===== config.mk =====
export PLATFORM = sky130hd
export DESIGN_NAME = ram_access_mux
export DESIGN_NICKNAME = d
export VERILOG_FILES = /design/src/rtl/ram_rws_pkg.sv /design/src/rtl/ram_access_mux.sv
export VERILOG_INCLUDE_DIRS = /design/src /design/src/include
export SDC_FILE = /design/constraint.sdc
export NUM_CORES = 1
export LEC_CHECK = 0
export ABC_AREA = 1
export BUFFER_PORTS_ARGS = -buffer_cell sky130_fd_sc_hd__buf_2
export CAP_MARGIN = 10
export CORE_AREA = 2 2 71 73
export CTS_CLUSTER_SIZE = 12
export DETAILED_ROUTE_END_ITERATION = 10
export DIE_AREA = 0 0 73 75
export PLACE_DENSITY = 0.69
export SETUP_SLACK_MARGIN = 0.02
export SLEW_MARGIN = 25
export SYNTH_ARGS = -nofsm -noshare
export SYNTH_HDL_FRONTEND = slang
export SYNTH_SLANG_ARGS = --single-unit

===== constraint.sdc =====
create_clock -name clk -period 2.6 [get_ports clk]
set_input_delay 0.13 -clock clk [delete_from_list [all_inputs] [get_ports clk]]
set_output_delay 0.13 -clock clk [all_outputs]
set_load 0.005 [all_outputs]

===== src/include/ram_rws_config.svh =====
// depth, width and mbist synchronizer macros for the 128x64 ram
`ifndef RAM_RWS_CONFIG_SVH
`define RAM_RWS_CONFIG_SVH

// ----------------------------------------------------------------------
// array geometry
// ----------------------------------------------------------------------
`define RAM_DEPTH 128
`define RAM_ADDR_W 7
`define RAM_DATA_W 64

// ----------------------------------------------------------------------
// mbist access
// ----------------------------------------------------------------------
// pattern is repeated RAM_DATA_W / MBIST_PAT_W times across a word
`define MBIST_PAT_W 2
// flops between mbist_en and the mode register
`define MBIST_SYNC_STAGES 2

`endif

===== src/rtl/ram_rws_pkg.sv =====
// vector types shared by the ram, its mbist access path and the testbench
`default_nettype none

`include "ram_rws_config.svh"

package ram_rws_pkg;

  // word address into the array
  typedef logic [`RAM_ADDR_W-1:0] ram_addr_t;

  // one stored word
  typedef logic [`RAM_DATA_W-1:0] ram_data_t;

  // mbist write pattern, replicated across a word
  typedef logic [`MBIST_PAT_W-1:0] mbist_pat_t;

endpackage

`default_nettype wire


===== src/rtl/ram_access_mux.sv =====
// mbist_en synchronizer, mode register and functional/mbist port selection
`default_nettype none

`include "ram_rws_config.svh"

module ram_access_mux (
  input  wire                         clk,
  input  wire                         mbist_ramaccess_rst_,
  // functional port
  input  wire                         we,
  input  wire ram_rws_pkg::ram_addr_t wa,
  input  wire ram_rws_pkg::ram_data_t di,
  input  wire                         re,
  input  wire ram_rws_pkg::ram_addr_t ra,
  input  wire                         write_inh,
  // mbist port
  input  wire                         mbist_en,
  input  wire                         mbist_we,
  input  wire ram_rws_pkg::ram_addr_t mbist_wa,
  input  wire ram_rws_pkg::mbist_pat_t mbist_pat,
  input  wire                         mbist_ce,
  input  wire ram_rws_pkg::ram_addr_t mbist_ra,
  // to the array
  output logic                        arr_we,
  output ram_rws_pkg::ram_addr_t      arr_wa,
  output ram_rws_pkg::ram_data_t      arr_wdata,
  output logic                        arr_re,
  output ram_rws_pkg::ram_addr_t      arr_ra,
  // to the capture register
  output logic                        mbist_mode,
  output logic                        mbist_rd
);

  logic [`MBIST_SYNC_STAGES-1:0] mbist_en_sync;
  logic                          sel_we;

  // ----------------------------------------------------------------------
  // mode entry
  // ----------------------------------------------------------------------
  // mbist_en is asynchronous to clk, so two flops before the mode register
  always_ff @(posedge clk or negedge mbist_ramaccess_rst_) begin
    if (!mbist_ramaccess_rst_) begin
      mbist_en_sync <= '0;
      mbist_mode    <= 1'b0;
    end else begin
      mbist_en_sync <= {mbist_en_sync[`MBIST_SYNC_STAGES-2:0], mbist_en};
      mbist_mode    <= mbist_en_sync[`MBIST_SYNC_STAGES-1];
    end
  end

  // ----------------------------------------------------------------------
  // port selection
  // ----------------------------------------------------------------------
  // functional enables are dropped entirely in mbist mode
  assign sel_we = mbist_mode ? mbist_we : we;

  // write_inh wins over both ports
  assign arr_we = sel_we & ~write_inh;
  assign arr_wa = mbist_mode ? mbist_wa : wa;

  // 2-bit pattern fills the whole word
  assign arr_wdata = mbist_mode ? {(`RAM_DATA_W / `MBIST_PAT_W){mbist_pat}} : di;

  assign arr_re = mbist_mode ? mbist_ce : re;
  assign arr_ra = mbist_mode ? mbist_ra : ra;

  // read strobe for the capture side, only meaningful in mbist mode
  assign mbist_rd = mbist_mode & mbist_ce;

  // ----------------------------------------------------------------------
  // checks
  // ----------------------------------------------------------------------
  // an inhibited edge never reaches the array
  a_write_inh_blocks: assert property (
    @(posedge clk) disable iff (!mbist_ramaccess_rst_)
    write_inh |-> !arr_we
  ) else $error("array write enabled while write_inh is high");

  // in mbist mode the functional we/re alone cannot start an access
  a_func_ignored_in_mbist: assert property (
    @(posedge clk) disable iff (!mbist_ramaccess_rst_)
    (mbist_mode && !mbist_we && !mbist_ce && (we || re)) |-> (!arr_we && !arr_re)
  ) else $error("functional enable leaked into the array in mbist mode");

endmodule

`default_nettype wire


==> summary.md <==
| Metric | Value |
|---|---|
| Run status | finished clean |
| DP HPWL | 3460 µm |
| Layout cells sized above 1 | 52.9% |
| Overflow after GRT | 0 |
| Hold_sp | mbist_en |
| Startpoint types | flip-flop |
| Data required, critical path | 2.47 ns |
| Antenna Cells | 0 |
| Leading area contributor after synthesis | o21ai_0 |
| Hold path depth | 1 |
| LEAKAGE | 1.43 nW |
| GP Congestion | 0.736 |
| Synthesized area | 0.00106 mm² |
| Fin Hold WS | 0.0241 ns |
| Initial Util | 22.8% |
| # H-tree levels | 1 |
| Final setup viols | 0 |
| Die Area | 0.00548 mm² |
| Fmax | 584 MHz |
| Setup TNS | 0 ns |
| Initial antenna violation count | 0 |
| Worst-margin pin slew | 0.501 ns |
| R2r startpoint | mbist_en_sync[1] |
| Row count | 25 |
| Synth top area cells | o21ai_0 34%, inv_1 29%, buf_6 7.4% |
| Slew Limit Fails | 0 |
| Pwr Density | 242 mW/mm² |
| Syn Nets | 304 |
| Sequential power share | 11.8% |
| #FFs+latches synth | 3 |
| Area share of the largest cell type after synthesis | 33.8% |
| First-iteration detailed-routing DRC count | 41 |
| CTS Buf Count | 3 |
| Drt pass-1 iters | 4 |
| Seq/Total Area, Yosys | 7.05% |
| Total of max-cap violations | 0 |
| Hold Crit Endpoint | mbist_en_sync[0] |
| R2r endpoint | mbist_mode |
| Rel. slew slack | 66.6% |
| First-pass GRT wire length | 6150 µm |
| Flop-to-flop setup slack | 2.13 ns |
| HP Class | input port to flip-flop |
| Vias in the first global route | 1479 |
| Final period utilization | 65.8% |
| Number of post-CTS setup repair buffers | 0 |
| Class of the most critical setup path | flip-flop to output pin |
| Switching Share | 35.7% |
| Final std cells w/o fill | 430 |
| Core box area | 0.00466 mm² |
| PostCTS Resize Cnt | 0 |
| Unrepaired setup endpoints after global routing | no |
| Wire per inst | 9.91 µm |
| Mapped Cells | 202 |
| Switching power | 0.000170 W |
| Largest net degree at the start of global routing | 39 |
| Most frequent cells in the layout | 183 x buf_2, 82 x inv_1, 72 x o21ai_0 |
| Fin nets | 479 |
| Placed insts | 425 |
| Util after Layout | 42.3% |
| Buffers added on ports | 183 |
| Routed Antenna Nets | 0 |
| Vias/cell | 4.03 |
| WP data arrival | 1.58 ns |
| Max VDD drop | 0.315 mV |
| Clock group share of total power | 28.1% |
| Clock latency on the worst-skew pair | 0.21 ns |
| Die width | 73 µm |
| Clk sink count | 3 |
| Clk pin slew, worst setup/hold paths | 0.03 ns |
| Distinct cell type count of the synthesized netlist | 13 |
| Synth warn | 0 |
| Worst setup EP type | output pin |
| Detailed Route WL | 4260 µm |
| IO Pins | 184 |
| Reg2Reg Depth | 0 |
| Worst-path maximum fanout | 38 |
| Die height | 75 µm |
| Worst path max stage delay | 0.67 ns |
| Residual DRC count | 0 |
| Placed Area | 0.00191 mm² |
| Tot GR Track Use | 13.7% |
| CP cell instances | buf_4, o21ai_0, buf_2 |
| Final Critical Period | 1.71 ns |
| Most common cell after layout, fill and taps aside | buf_2 |
| Clock Skew | 0.00192 ns |
| DR vias | 1735 |
| Internal cell power | 0.000307 W |
| Logic pwr share | 60.0% |
| Clock Path Buffers | 2 |
| CP max-delay cell | dfrtp_2 |
| Area Growth Syn to Fin | 85.0% |
| Synth Area per Inst | 5.27 µm² |
| Root buffer cell | clkbuf_8 |
| Design area | 0.00197 mm² |
| CTS tree | done |
| Final hold vios | 0 |
## power groups by stage
| stage | sequential, W | combinational, W | clock, W |
|---|---|---|---|
| 6_report | 0.0000565 | 0.000287 | 0.000134 |
| 5_1_grt | 0.0000575 | 0.000326 | 0.000146 |
| 4_1_cts | 0.0000568 | 0.000290 | 0.000140 |
| 3_5_place_dp | 0.0000572 | 0.000287 | 0 |
| 3_3_place_gp | 0.0000570 | 0.000284 | 0 |
| 2_1_floorplan | 0.0000508 | 0.000135 | 0 |
## layout make-up
class                   instances  area [µm²]
fillers                       509        2690
inverters                      82         308
well taps                      54        67.6
multi-input cells             100         524
flip-flops and latches          3        76.3
clock buffers                   4        45.0
repair buffers                187         948
## critical path: cells and delay by family, from the launching register on
kind,cells,cell delay (ns)
DFF,1,0.67
buffers and inverters,2,0.53
AOI/OAI and AO/OA,1,0.15
## cell families (layout without fill, tap and decap cells)
| kind of cell | after synthesis | count (layout) | share of synthesized area [%] |
|---|---|---|---|
| buffers and inverters | 99 | 273 | 43.7 |
| and+or+nand+nor | 21 | 21 | 9.64 |
| DFF | 3 | 3 | 7.05 |
| AOI/OAI and AO/OA | 79 | 79 | 39.6 |
## layer usage
metal / wire (µm) / vias up / track usage [%]
met4: 21 / 0 / 2.67
met2: 2250 / 89 / 27.9
li1: - / 935 / -
met1: 1640 / 709 / 14.4
met5: 0 / - / 0
met3: 344 / 2 / 2.41
## per-stage QoR
stage	power (W)	setup WS (ns)
2_1_floorplan	0.000186	1.53
3_3_place_gp	0.000341	1.13
3_5_place_dp	0.000345	1.10
4_1_cts	0.000487	0.860
5_1_grt	0.000529	0.746
6_report	0.000477	0.889
## synth_stat cells
master	instances
buf_12	1
buf_6	7
buf_8	2
clkbuf_1	5
clkbuf_2	2
dfrtp_1	3
inv_1	82
nand2_1	17
nand2_4	1
nand2_8	1
nor2_1	2
o21ai_0	72
o21ai_2	7
## worst max-delay path by stage
stage	to	start	cells after the start	slack, ns
finish	arr_wdata[12]	mbist_mode	3	0.89
global route	arr_wdata[7]	mbist_mode	3	0.75
CTS	arr_wdata[12]	mbist_mode	3	0.86
detailed placement	arr_wdata[12]	mbist_mode	3	1.10
global placement	arr_wdata[9]	mbist_mode	3	1.13
floorplan	arr_wdata[41]	mbist_mode	5	1.53
## flip-flops by register name (all words and copies together), names as in the netlist
register	flops
mbist_mode	1
mbist_en_sync	2
## repair_timing
item	4_1_cts	5_1_grt
endpoints found under the hold margin	3	0
endpoints found under the setup margin	0	0
hold buffers	1	0
No activity file was read; power rests on OpenSTA's default activity.
