File: src/include/ram_rws_config.svh
// depth, width and mbist synchronizer macros for the 128x64 ram
`ifndef RAM_RWS_CONFIG_SVH
`define RAM_RWS_CONFIG_SVH

// ----------------------------------------------------------------------
// array geometry
// ----------------------------------------------------------------------
`define RAM_DEPTH 128
`define RAM_ADDR_W 7
`define RAM_DATA_W 64

// ----------------------------------------------------------------------
// mbist access
// ----------------------------------------------------------------------
// pattern is repeated RAM_DATA_W / MBIST_PAT_W times across a word
`define MBIST_PAT_W 2
// flops between mbist_en and the mode register
`define MBIST_SYNC_STAGES 2

`endif
File: src/rtl/ram_rws_pkg.sv
// vector types shared by the ram, its mbist access path and the testbench
`default_nettype none

`include "ram_rws_config.svh"

package ram_rws_pkg;

  // word address into the array
  typedef logic [`RAM_ADDR_W-1:0] ram_addr_t;

  // one stored word
  typedef logic [`RAM_DATA_W-1:0] ram_data_t;

  // mbist write pattern, replicated across a word
  typedef logic [`MBIST_PAT_W-1:0] mbist_pat_t;

endpackage

`default_nettype wire

File: src/rtl/mbist_capture.sv
// delayed mbist read strobe and the mbist data capture register
`default_nettype none

module mbist_capture (
  input  wire                         clk,
  input  wire                         mbist_ramaccess_rst_,
  input  wire                         mbist_mode,
  input  wire                         mbist_rd,
  input  wire ram_rws_pkg::ram_data_t rd_data,
  output ram_rws_pkg::ram_data_t      mbist_dout
);

  logic mbist_rd_d;

  // strobe lines up with the edge where rd_data already holds the word
  always_ff @(posedge clk or negedge mbist_ramaccess_rst_) begin
    if (!mbist_ramaccess_rst_) begin
      mbist_rd_d <= 1'b0;
    end else begin
      mbist_rd_d <= mbist_rd;
    end
  end

  // ----------------------------------------------------------------------
  // capture register
  // ----------------------------------------------------------------------
  always_ff @(posedge clk or negedge mbist_ramaccess_rst_) begin
    if (!mbist_ramaccess_rst_) begin
      mbist_dout <= '0;
    end else if (mbist_rd_d && mbist_mode) begin
      mbist_dout <= rd_data;
    end
  end

  // leaving mbist mode freezes the last captured word, even with a read
  // strobe still in the delay flop
  a_hold_outside_mbist: assert property (
    @(posedge clk) disable iff (!mbist_ramaccess_rst_)
    !mbist_mode |=> $stable(mbist_dout)
  ) else $error("mbist_dout changed while mbist_mode was low");

endmodule

`default_nettype wire

File: config.mk
export PLATFORM = sky130hd
export DESIGN_NAME = mbist_capture
export DESIGN_NICKNAME = d
export VERILOG_FILES = /design/src/rtl/ram_rws_pkg.sv /design/src/rtl/mbist_capture.sv
export VERILOG_INCLUDE_DIRS = /design/src /design/src/include
export SDC_FILE = /design/constraint.sdc
export NUM_CORES = 1
export LEC_CHECK = 0
export CAP_MARGIN = 20
export CORE_AREA = 2 2 94 96
export CTS_CLUSTER_SIZE = 20
export DETAILED_ROUTE_END_ITERATION = 10
export DIE_AREA = 0 0 96 98
export DONT_BUFFER_PORTS = 1
export REMOVE_ABC_BUFFERS = 1
export SYNTH_ARGS = -nofsm -noshare
export SYNTH_HDL_FRONTEND = slang
export SYNTH_SLANG_ARGS = --single-unit
File: constraint.sdc
create_clock -name clk -period 1.2 [get_ports clk]
set_input_delay 0.24 -clock clk [delete_from_list [all_inputs] [get_ports clk]]
set_output_delay 0.24 -clock clk [all_outputs]
set_load 0.01 [all_outputs]
==> results of run 1 <==
routing by layer:
| layer | routed length, microns | share of wire [%] | vias up |
|---|---|---|---|
| met5 | 0 | 0 | - |
| met4 | 46 | 0.89 | 0 |
| met3 | 594 | 12 | 6 |
| met2 | 2369 | 46 | 85 |
| met1 | 2143 | 42 | 624 |
| li1 | - | - | 506 |
registers in the layout, summed over array words and instances, names as in the netlist:
| signal | cells |
|---|---|
| mbist_rd_d | 1 |
| mbist_dout | 64 |
final cells by class:
| type | instances | area (sq um) |
|---|---|---|
| clock inverter | 4 | 20.02 |
| fill | 824 | 5431 |
| tap | 108 | 135.1 |
| multi-input combinational | 66 | 935.9 |
| clock buffer | 12 | 135.1 |
| sequential | 65 | 1628 |
| timing repair buffer | 10 | 180.2 |
cells by family (layout without fill, tap and decap cells):
| family | Yosys count | after routing | share of synthesized area [%] |
|---|---|---|---|
| flip-flops | 65 | 65 | 66.12 |
| AND/OR/NAND/NOR | 1 | 2 | 0.4577 |
| buffers and inverters | 6 | 26 | 3.357 |
| multiplexers | 64 | 64 | 30.06 |
layout by cell type, fill, tap and decap left out:
cell,n
clkbuf_1,3
nand2_4,1
buf_12,2
buf_4,1
mux2_4,49
mux2_2,15
nand2_8,1
clkbuf_16,4
dfrtp_2,1
clkbuf_8,9
dlygate4sd3_1,1
clkinv_2,4
buf_6,2
dfrtp_1,64
metrics by stage:
step                      TNS [ns]  area [sq um]  total power (W)
final                     -0.06587          3034         0.005036
after global routing       -0.8614          3034         0.005328
after CTS                        0          2725         0.004918
after detailed placement         0          2560         0.003349
after global placement           0          2560         0.003321
after floorplan             -11.40          2377         0.003212
worst max path at each step:
stage          slack [ns]        endpoint       start
2_1_floorplan       -0.18   mbist_dout[0]  mbist_rd_d
3_3_place_gp         0.04  mbist_dout[46]  mbist_rd_d
3_5_place_dp        0.005  mbist_dout[53]  mbist_rd_d
4_1_cts             0.004  mbist_dout[53]  mbist_rd_d
5_1_grt             -0.05  mbist_dout[13]  mbist_rd_d
6_report            -0.01  mbist_dout[30]  mbist_rd_d
worst max-delay path, delay by kind of cell, from the launching register on:
kind	cells	cell delay (ns)
buffers and inverters	1	0.16
flip-flops	1	0.46
multiplexers	1	0.34
AND/OR/NAND/NOR	1	0.14
power by group:
| part | internal, W | switching (W) |
|---|---|---|
| sequential | 0.00252 | 0.000382 |
| clock | 0.000738 | 0.000784 |
| combinational | 0.000459 | 0.000158 |
what timing repair did:
item                                    4_1_cts  5_1_grt
endpoints found under the setup margin        0       58
endpoints found under the hold margin        66       65
resized for setup                             0       47
==> results by group, run 1 <==
Floorplan
  – Die area: 9408 sq um
  – Std-Cell Rows: 34
  – Core ar.: between 8000 and 9000 sq um
  – Io pins: around 130
  – Die Y: just under 100 microns
  – Starting Density: about 29%
  – Chip width: roughly 96 microns

STA
  – Worst setup margin: -0.01362 ns
  – RSZ-0062 raised after global routing: yes
  – FMAX: 824.0 MHz
  – Setup violators final: 7
  – Clk_skew: around 0.0065 ns
  – Hold Slack: -0.4002 ns
  – Final Max Slew Viols: 0
  – Tcrit/Tclk final: 101.1%
  – Worst-Margin Slew: around 0.17 ns
  – Worst slew margin: between 80% and 90%
  – Minimum clock period: 1.214 ns
  – Final Hold Viols: 65

Global route
  – First-pass GRT wire length: about 6 mm
  – Grt met3 use: a little under 6%
  – Grt ovf: 0
  – GRT Util Overall: just under 9%
  – Met1 Track Usage GR: around 10%
  – GRT met2 Usage: between 10% and 20%
  – Largest net degree at the start of global routing: 66
  – Global route hottest layer: met2
  – Antenna violations before repair: 0
  – Vias in the first global route: between 1000 and 1500

Synthesis
  – Synth async-reset ratio: 100.0%
  – Library cells used by synthesis: 5
  – Yosys top cell by area: dfrtp_1
  – Area share of the largest cell type after synthesis: roughly 66%
  – Syn. warnings: 0
  – Most common cell in the netlist: dfrtp_1
  – Seq/Total Area, Yosys: between 60% and 70%
  – Post-synthesis register bit count: 65
  – Most frequent cells after synthesis: dfrtp_1, mux2_2, clkbuf_8
  – Mapped Area: 2460 sq um
  – Top cells by area, synth: dfrtp_1, mux2_2, clkbuf_8
  – EDFF count, synth: 0
  – Average size of a mapped cell: 18.09 sq um
  – Synth Instances: between 100 and 150
  – Top FF cell, synth: dfrtp_1

Route
  – Drt pass-1 iters: 3
  – First-iteration detailed-routing DRC count: 31
  – DRC Markers: 0
  – Via density: around 4.6
  – Via Count: 1221
  – Final wirelength: ~5 mm
  – Wirelength per Cell: approximately 20 microns
  – Routed Antenna Nets: 0

Clock tree
  – H-tree levels: 3
  – Clk sinks: 65
  – Clock Path Buffers: 2
  – CTS tree: yes
  – CTS buffer count: 9
  – Worst-path clk slew: roughly 0.07 ns
  – CTS Hold Bufs: 1
  – Post-CTS setup buffers: 0
  – Skew-Pair Late Insertion Delay: approximately 0.33 ns
  – Clock root cell: clkbuf_8

Status
  – Violated checks: negative hold slack, negative setup slack
  – Status: complete, but fails checks

Critical path
  – Critical Path Source Type: flop
  – CP Class: reg2reg
  – Worst Path Arrival: ~1.4 ns
  – Source of the worst register-to-register timing path: mbist_rd_d
  – CP max stage cell: dfrtp_2
  – Critical path's largest stage delay: 0.46 ns
  – Worst R2R Path Depth: 3
  – Req. time, crit path: approximately 1.4 ns
  – Maximum net fanout on the critical path: 7
  – Worst R2R Setup Slack: -0.01 ns
  – Reg2reg end: mbist_dout[30]
  – Setup crit end kind: flop
  – Crit-path cells: nand2_4 > buf_6 > mux2_2

Cells and area
  – Ant diodes: 0
  – Fin util: ~36%
  – Share of post-route cells with drive strength above 1: 56.69%
  – Fin cells: about 270
  – Layout area overhead: 23.35%
  – Final Net Count: 220

Place
  – Placed insts: 241
  – Detailed Place HPWL: about 3 mm
  – Gpl congestion: slightly below 0.6
  – Port Buffer Count: 0
  – DP Worst Slack: about 0.0049 ns

Power and ir drop
  – Peak supply drop: between 0.0004 and 0.0005 V
  – Lkg Pwr: 1.451 nW
  – PwrDens: 1660 nW/um^2

Job
  – Maxcap violations: 0

Min path
  – HP Class: in2async
(Power assumes the default switching activity.)
==> run 2: changes to the inputs <==
--- a/config.mk
+++ b/config.mk
@@ -6,11 +6,12 @@
 export SDC_FILE = /design/constraint.sdc
 export NUM_CORES = 1
 export LEC_CHECK = 0
+export ABC_AREA = 1
 export CAP_MARGIN = 20
-export CORE_AREA = 2 2 94 96
+export CORE_AREA = 2 2 98 100
 export CTS_CLUSTER_SIZE = 20
 export DETAILED_ROUTE_END_ITERATION = 10
-export DIE_AREA = 0 0 96 98
+export DIE_AREA = 0 0 100 102
 export DONT_BUFFER_PORTS = 1
 export REMOVE_ABC_BUFFERS = 1
 export SYNTH_ARGS = -nofsm -noshare
==> run 2 against run 1 <==
Against the previous run: the run ends with negative hold slack left; critical endpoint is now mbist_dout[28]; critical path type is now reg2out; setup slack better by 0.19 ns; largest cell class unchanged; maximum frequency up 19%; via count up 52%; design area down 4.0%; largest power group unchanged.
==> results by group, run 2 <==
Status
  – Status: complete, but fails checks (unchanged)
  – Violated checks: negative hold slack (was negative hold slack, negative setup slack)

STA
  – Minimum clock period: 1.020 ns (was 1.214 ns)
  – Final Hold Viols: 65 (unchanged)
  – RSZ-0062 raised after global routing: no (was yes)
  – Worst-Margin Slew: 0.2182 ns (was 0.1713 ns)
  – Tcrit/Tclk final: 84.97% (was 101.1%)
  – FMAX: 980.7 MHz (was 824.0 MHz)
  – Setup violators final: 0 (was 7)
  – Clk_skew: 0.006867 ns (was 0.006528 ns)
  – Worst slew margin: 85.45% (was 88.58%)
  – Final Max Slew Viols: 0 (unchanged)
  – Worst setup margin: 0.1803 ns (was -0.01362 ns)
  – Hold Slack: -0.4064 ns (was -0.4002 ns)

Clock tree
  – Clk sinks: 65 (unchanged)
  – Cts repair resizes: 0 (unchanged)
  – Skew-Pair Late Insertion Delay: 0.34 ns (was 0.33 ns)
  – Clock Path Buffers: 2 (unchanged)
  – Post-CTS setup buffers: 0 (unchanged)
  – H-tree levels: 3 (unchanged)
  – Clock root cell: clkbuf_8 (unchanged)
  – CTS tree: yes (unchanged)
  – CTS buffer count: 9 (unchanged)
  – Worst-path clk slew: 0.08 ns (was 0.07 ns)
  – CTS Hold Bufs: 1 (unchanged)

Synthesis
  – Synth Instances: 278 (was 136)
  – Post-synthesis register bit count: 65 (unchanged)
  – Most frequent cells after synthesis: nand2_1, dfrtp_1, nand3_1 (was dfrtp_1, mux2_2, clkbuf_8)
  – Mapped Area: 2701 sq um (was 2460 sq um)
  – Average size of a mapped cell: 9.717 sq um (was 18.09 sq um)
  – Library cells used by synthesis: 6 (was 5)
  – Top FF cell, synth: dfrtp_1 (unchanged)
  – Most common cell in the netlist: nand2_1 (was dfrtp_1)
  – Area share of the largest cell type after synthesis: 60.21% (was 66.12%)
  – Top cells by area, synth: dfrtp_1, nand2_1, nand3_1 (was dfrtp_1, mux2_2, clkbuf_8)
  – EDFF count, synth: 0 (unchanged)
  – Syn. warnings: 0 (unchanged)
  – Yosys top cell by area: dfrtp_1 (unchanged)
  – Synth async-reset ratio: 100.0% (unchanged)
  – Seq/Total Area, Yosys: 60.21% (was 66.12%)

Cells and area
  – Ant diodes: 0 (unchanged)
  – Fin util: 31.99% (was 35.84%)
  – FF/Latch Area: 1628 sq um (unchanged)
  – Layout area overhead: 7.874% (was 23.35%)
  – Fillcell total: 980 (was 824)
  – Multi-input gate area: 807.0 sq um (was 935.9 sq um)
  – Fin cells: 390 (was 265)
  – Share of post-route cells with drive strength above 1: 7.885% (was 56.69%)
  – Most frequent cells in the layout: nand2_1, nand3_1, dfrtp_1 (was dfrtp_1, mux2_4, mux2_2)
  – Final Net Count: 342 (was 220)
  – Max reg flops: 64 (unchanged)
  – Top Registers: mbist_dout: 64 flops, mbist_rd_d: 1 flops (unchanged)
  – Largest Register: mbist_dout (unchanged)
  – Most common cell after layout, fill and taps aside: nand2_1 (was dfrtp_1)

Route
  – Drt pass-1 iters: 4 (was 3)
  – Final wirelength: 6.122 mm (was 5.153 mm)
  – First-iteration detailed-routing DRC count: 53 (was 31)
  – Via density: 4.751 (was 4.608)
  – Routed Antenna Nets: 0 (unchanged)
  – Via Count: 1853 (was 1221)
  – DRC Markers: 0 (unchanged)
  – Wirelength per Cell: 15.70 microns (was 19.45 microns)

Power and ir drop
  – Peak supply drop: 0.0005135 V (was 0.0004776 V)
  – Lkg Pwr: 1.514 nW (was 1.451 nW)
  – PwrDens: 1903 nW/um^2 (was 1660 nW/um^2)

Critical path
  – Critical Path Source Type: flop (unchanged)
  – Maximum net fanout on the critical path: 2 (was 7)
  – Worst R2R Setup Slack: 0.20 ns (was -0.01 ns)
  – Setup crit end kind: primary output (was flop)
  – CP Class: reg2out (was reg2reg)
  – Req. time, crit path: 0.96 ns (was 1.41 ns)
  – Worst Path Arrival: 0.78 ns (was 1.43 ns)

Job
  – Maxcap violations: 0 (unchanged)

Floorplan
  – Starting Density: 29.66% (was 29.06%)
  – Die area: 10200 sq um (was 9408 sq um)
  – Die Y: 102 microns (was 98 microns)
  – Chip width: 100 microns (was 96 microns)
  – Io pins: 132 (unchanged)
  – Std-Cell Rows: 35 (was 34)
  – Core ar.: 9109 sq um (was 8466 sq um)

Place
  – Placed insts: 373 (was 241)
  – DP Worst Slack: 0.2050 ns (was 0.004897 ns)
  – Detailed Place HPWL: 3.939 mm (was 2.954 mm)
  – Port Buffer Count: 0 (unchanged)
  – Gpl congestion: 0.6342 (was 0.5921)

Global route
  – Antenna violations before repair: 0 (unchanged)
  – Grt ovf: 0 (unchanged)
  – GRT Util Overall: 11.73% (was 8.841%)
  – Largest net degree at the start of global routing: 66 (unchanged)
  – Vias in the first global route: 1781 (was 1217)
  – First-pass GRT wire length: 9.190 mm (was 6.030 mm)

Min path
  – HP Class: in2async (unchanged)
run 2: layout make-up:
cell class	count	share of cell area, %
clock inverters	4	3.349
clock buffers	12	5.668
well taps	111	4.766
flip-flops and latches	65	55.86
multi-input cells	193	27.69
repair buffers	5	2.662
run 2: metrics by stage:
| step | hold slack (ns) | power (W) | area [sq um] | setup TNS [ns] |
|---|---|---|---|---|
| after floorplan | -0.05559 | 0.003041 | 2434 | -79.11 |
| after CTS | -0.4378 | 0.005661 | 2914 | 0 |
| final | -0.4064 | 0.005544 | 2914 | 0 |
| after detailed placement | -0.05420 | 0.003205 | 2641 | 0 |
| after global placement | -0.05406 | 0.003181 | 2641 | 0 |
| after global routing | -0.4387 | 0.005831 | 2914 | 0 |
run 2: routing by layer:
layer  routed length [microns]  vias to the layer above  part of all wire, %  global-route usage, %
met5                         0                        -                    0                      0
met2                      2754                       87                   45                  18.04
met1                      2681                      868                   44                  14.27
li1                          -                      886                    -                      -
met4                       138                        0                  2.3                  6.744
met3                       547                       12                  8.9                  4.309
run 2: worst paths after layout:
kind / to / start / depth (start not counted)
setup / recovery: mbist_dout[28] / mbist_dout[28] / 0
hold / removal: mbist_dout[26] / mbist_ramaccess_rst_ / 0
setup reg to reg: mbist_dout[37] / mbist_rd_d / 4
hold reg to reg: mbist_dout[0] / mbist_dout[0] / 2
max in group asynchronous: mbist_rd_d / mbist_ramaccess_rst_ / 0
min in group clk: mbist_dout[61] / rd_data[61] / 2
run 2: where the power goes:
group / total, W / switching, W / internal [W]
clock: 0.00239 / 0.000843 / 0.00155
sequential: 0.00280 / 0.000334 / 0.00246
combinational: 0.000352 / 0.000204 / 0.000149
run 2: logic make-up after synthesis:
logic type | Yosys count | share of synthesized area [%]
simple gates | 193 | 29.88
buf+inv | 20 | 9.912
flops | 65 | 60.21
==> run 3: changes to the inputs <==
==> constraint.sdc (replaced) <==
create_clock -name clk -period 0.85 [get_ports clk]
set_input_delay 0.17 -clock clk [delete_from_list [all_inputs] [get_ports clk]]
set_output_delay 0.17 -clock clk [all_outputs]
set_load 0.01 [all_outputs]
==> run 3 against run 2 <==
Against the previous run: the run ends with negative hold slack, negative setup slack left; largest power group unchanged; non-clock buffer count up 48; critical path depth is 4 higher; sequential power rose by 41%; count of clock-buffer cells in the layout increased by 1; power grew 26%; critical endpoint is now mbist_dout[52]; hold slack worse by 0.071 ns.
==> results by group, run 3 (synthesis gave the netlist of run 2 again) <==
Cells and area
  – Most frequent cells in the layout: nand2_1, dfrtp_1, nand3_1 (was nand2_1, nand3_1, dfrtp_1)
  – Max reg flops: 64 (unchanged)
  – Final Net Count: 390 (was 342)
  – Share of post-route cells with drive strength above 1: 8.563% (was 7.885%)
  – Top Registers: mbist_dout: 64 flops, mbist_rd_d: 1 flops (unchanged)
  – Ant diodes: 0 (unchanged)
  – Most common cell after layout, fill and taps aside: nand2_1 (unchanged)
  – Layout area overhead: 23.44% (was 7.874%)
  – Largest Register: mbist_dout (unchanged)

Clock tree
  – Post-CTS setup buffers: 0 (unchanged)
  – CTS tree: yes (unchanged)
  – CTS buffer count: 9 (unchanged)
  – Clk sinks: 65 (unchanged)
  – H-tree levels: 3 (unchanged)
  – Worst-path clk slew: 0.07 ns (was 0.08 ns)
  – Clock Path Buffers: 2 (unchanged)
  – Skew-Pair Late Insertion Delay: 0.33 ns (was 0.34 ns)
  – Clock root cell: clkbuf_8 (unchanged)

Floorplan
  – Starting Density: 29.66% (unchanged)
  – Std-Cell Rows: 35 (unchanged)
  – Die area: 10200 sq um (unchanged)
  – Core ar.: 9109 sq um (unchanged)
  – Die Y: 102 microns (unchanged)
  – Io pins: 132 (unchanged)
  – Chip width: 100 microns (unchanged)

Route
  – Routed Antenna Nets: 0 (unchanged)
  – Via density: 4.749 (was 4.751)
  – Drt pass-1 iters: 4 (unchanged)
  – First-iteration detailed-routing DRC count: 107 (was 53)
  – Final wirelength: 6.638 mm (was 6.122 mm)
  – DRC Markers: 0 (unchanged)
  – Via Count: 2080 (was 1853)
  – Wirelength per Cell: 15.16 microns (was 15.70 microns)

Critical path
  – CP Class: reg2reg (was reg2out)
  – Worst Path Arrival: 1.25 ns (was 0.78 ns)
  – CP max stage cell: dfrtp_2
  – Req. time, crit path: 1.12 ns (was 0.96 ns)
  – Source of the worst register-to-register timing path: mbist_rd_d (unchanged)
  – Crit-path cells: nand2_4 > buf_12 > nand2_1 > nand2_1
  – CP Launch Point: mbist_rd_d (was mbist_dout[28])
  – Cell mode on critical path: nand2_1
  – Setup crit end kind: flop (was primary output)
  – Critical path's largest stage delay: 0.46 ns
  – Critical Path Source Type: flop (unchanged)
  – Worst R2R Setup Slack: -0.13 ns (was 0.20 ns)
  – Maximum net fanout on the critical path: 26 (was 2)

STA
  – Worst slew margin: 87.27% (was 85.45%)
  – Final Max Slew Viols: 0 (unchanged)
  – Worst-Margin Slew: 0.1910 ns (was 0.2182 ns)
  – Minimum clock period: between 0.9 and 1 ns
  – Clk_skew: 0.006896 ns (was 0.006867 ns)
  – Tcrit/Tclk final: 115.7%
  – Final Hold Viols: 115 (was 65)
  – Worst setup margin: -0.1332 ns (was 0.1803 ns)
  – RSZ-0062 raised after global routing: yes (was no)
  – FMAX: between 1000 and 1500 MHz
  – Hold Slack: -0.4769 ns (was -0.4064 ns)
  – Setup violators final: 128 (was 0)

Global route
  – Largest net degree at the start of global routing: 66 (unchanged)
  – Antenna violations before repair: 0 (unchanged)
  – Grt ovf: 0 (unchanged)
  – GRT Util Overall: 12.30% (was 11.73%)
  – Vias in the first global route: 1909 (was 1781)
  – First-pass GRT wire length: 9.632 mm (was 9.190 mm)

Power and ir drop
  – PwrDens: 2095 nW/um^2 (was 1903 nW/um^2)
  – Peak supply drop: 0.0007460 V (was 0.0005135 V)
  – Total power: 0.006984 W (was 0.005544 W)
  – Lkg Pwr: 1.690 nW (was 1.514 nW)

Status
  – Status: complete, but fails checks (unchanged)
  – Violated checks: negative hold slack, negative setup slack (was negative hold slack)

Place
  – Detailed Place HPWL: 3.914 mm (was 3.939 mm)
  – Port Buffer Count: 0 (unchanged)
  – Gpl congestion: 0.6383 (was 0.6342)

Job
  – Maxcap violations: 0 (unchanged)

Min path
  – HP Class: in2async (unchanged)
==> run 3: cell count changes in the layout (fill, tap and decap cells not counted), moves of 3 or more <==
| cell | change |
|---|---|
| dlygate4sd3_1 | +46 |
| nand2_1 | -4 |
| bufinv_16 | -3 |
| clkinv_2 | +3 |
| nand2_2 | +3 |
==> run 3: area by class of cell <==
cell class                 instances  area [sq um]
multi-input combinational        193         832.0
timing repair buffer              53         561.8
tap                              111         138.9
sequential                        65          1628
clock inverter                     3         15.01
fill                             922          5774
clock buffer                      13         158.9
==> run 3: final timing paths <==
| kind | to | depth (start not counted) |
|---|---|---|
| min | mbist_dout[38] | 0 |
| max reg2reg | mbist_dout[52] | 4 |
| max | mbist_dout[52] | 4 |
| min reg2reg | mbist_dout[21] | 2 |
| max in group asynchronous | mbist_rd_d | 0 |
| min in group clk | mbist_dout[2] | 2 |
==> run 3: power breakdown <==
group,internal [W],switching (W)
combinational,0.000366,0.000337
sequential,0.00348,0.000479
clock,0.00121,0.00112
==> run 3: metal layers <==
| metal | up-vias | GRT usage (%) | share of wire [%] | routed length (microns) |
|---|---|---|---|---|
| met5 | - | 0 | 0 | 0 |
| met4 | 0 | 6.744 | 3.1 | 204 |
| met3 | 17 | 5.404 | 8.2 | 547 |
| met2 | 93 | 18.97 | 47 | 3137 |
| met1 | 991 | 14.50 | 41 | 2749 |
| li1 | 979 | - | - | - |
==> run 3: repair_timing <==
| action | in CTS | in global routing |
|---|---|---|
| setup endpoints to repair | 128 | 128 |
| hold endpoints to repair | 130 | 127 |
| pin swaps | 0 | 3 |
| hold buffers | 16 | 31 |
| resized for setup | 6 | 4 |
| cloned | 1 | 0 |
==> run 3: critical path, delay by kind of cell (launching register included) <==
| family | cells | cell delay, ns |
|---|---|---|
| buf+inv | 1 | 0.17 |
| simple gates | 3 | 0.28 |
| flops | 1 | 0.46 |
==> run 3: per-stage QoR <==
step | util, % | worst slack [ns] | cell area [sq um] | setup TNS, ns | cells
floorplan | - | -1.586 | 2434 | -101.51 | 258
global placement | 29.08 | -0.09576 | 2649 | -4.500 | 374
detailed placement | 29.08 | -0.1040 | 2649 | -5.479 | 374
CTS | 33.09 | -0.1199 | 3014 | -12.61 | 407
global route | 36.61 | -0.1850 | 3334 | -16.76 | 438
finish | 36.61 | -0.1332 | 3334 | -10.56 | 438
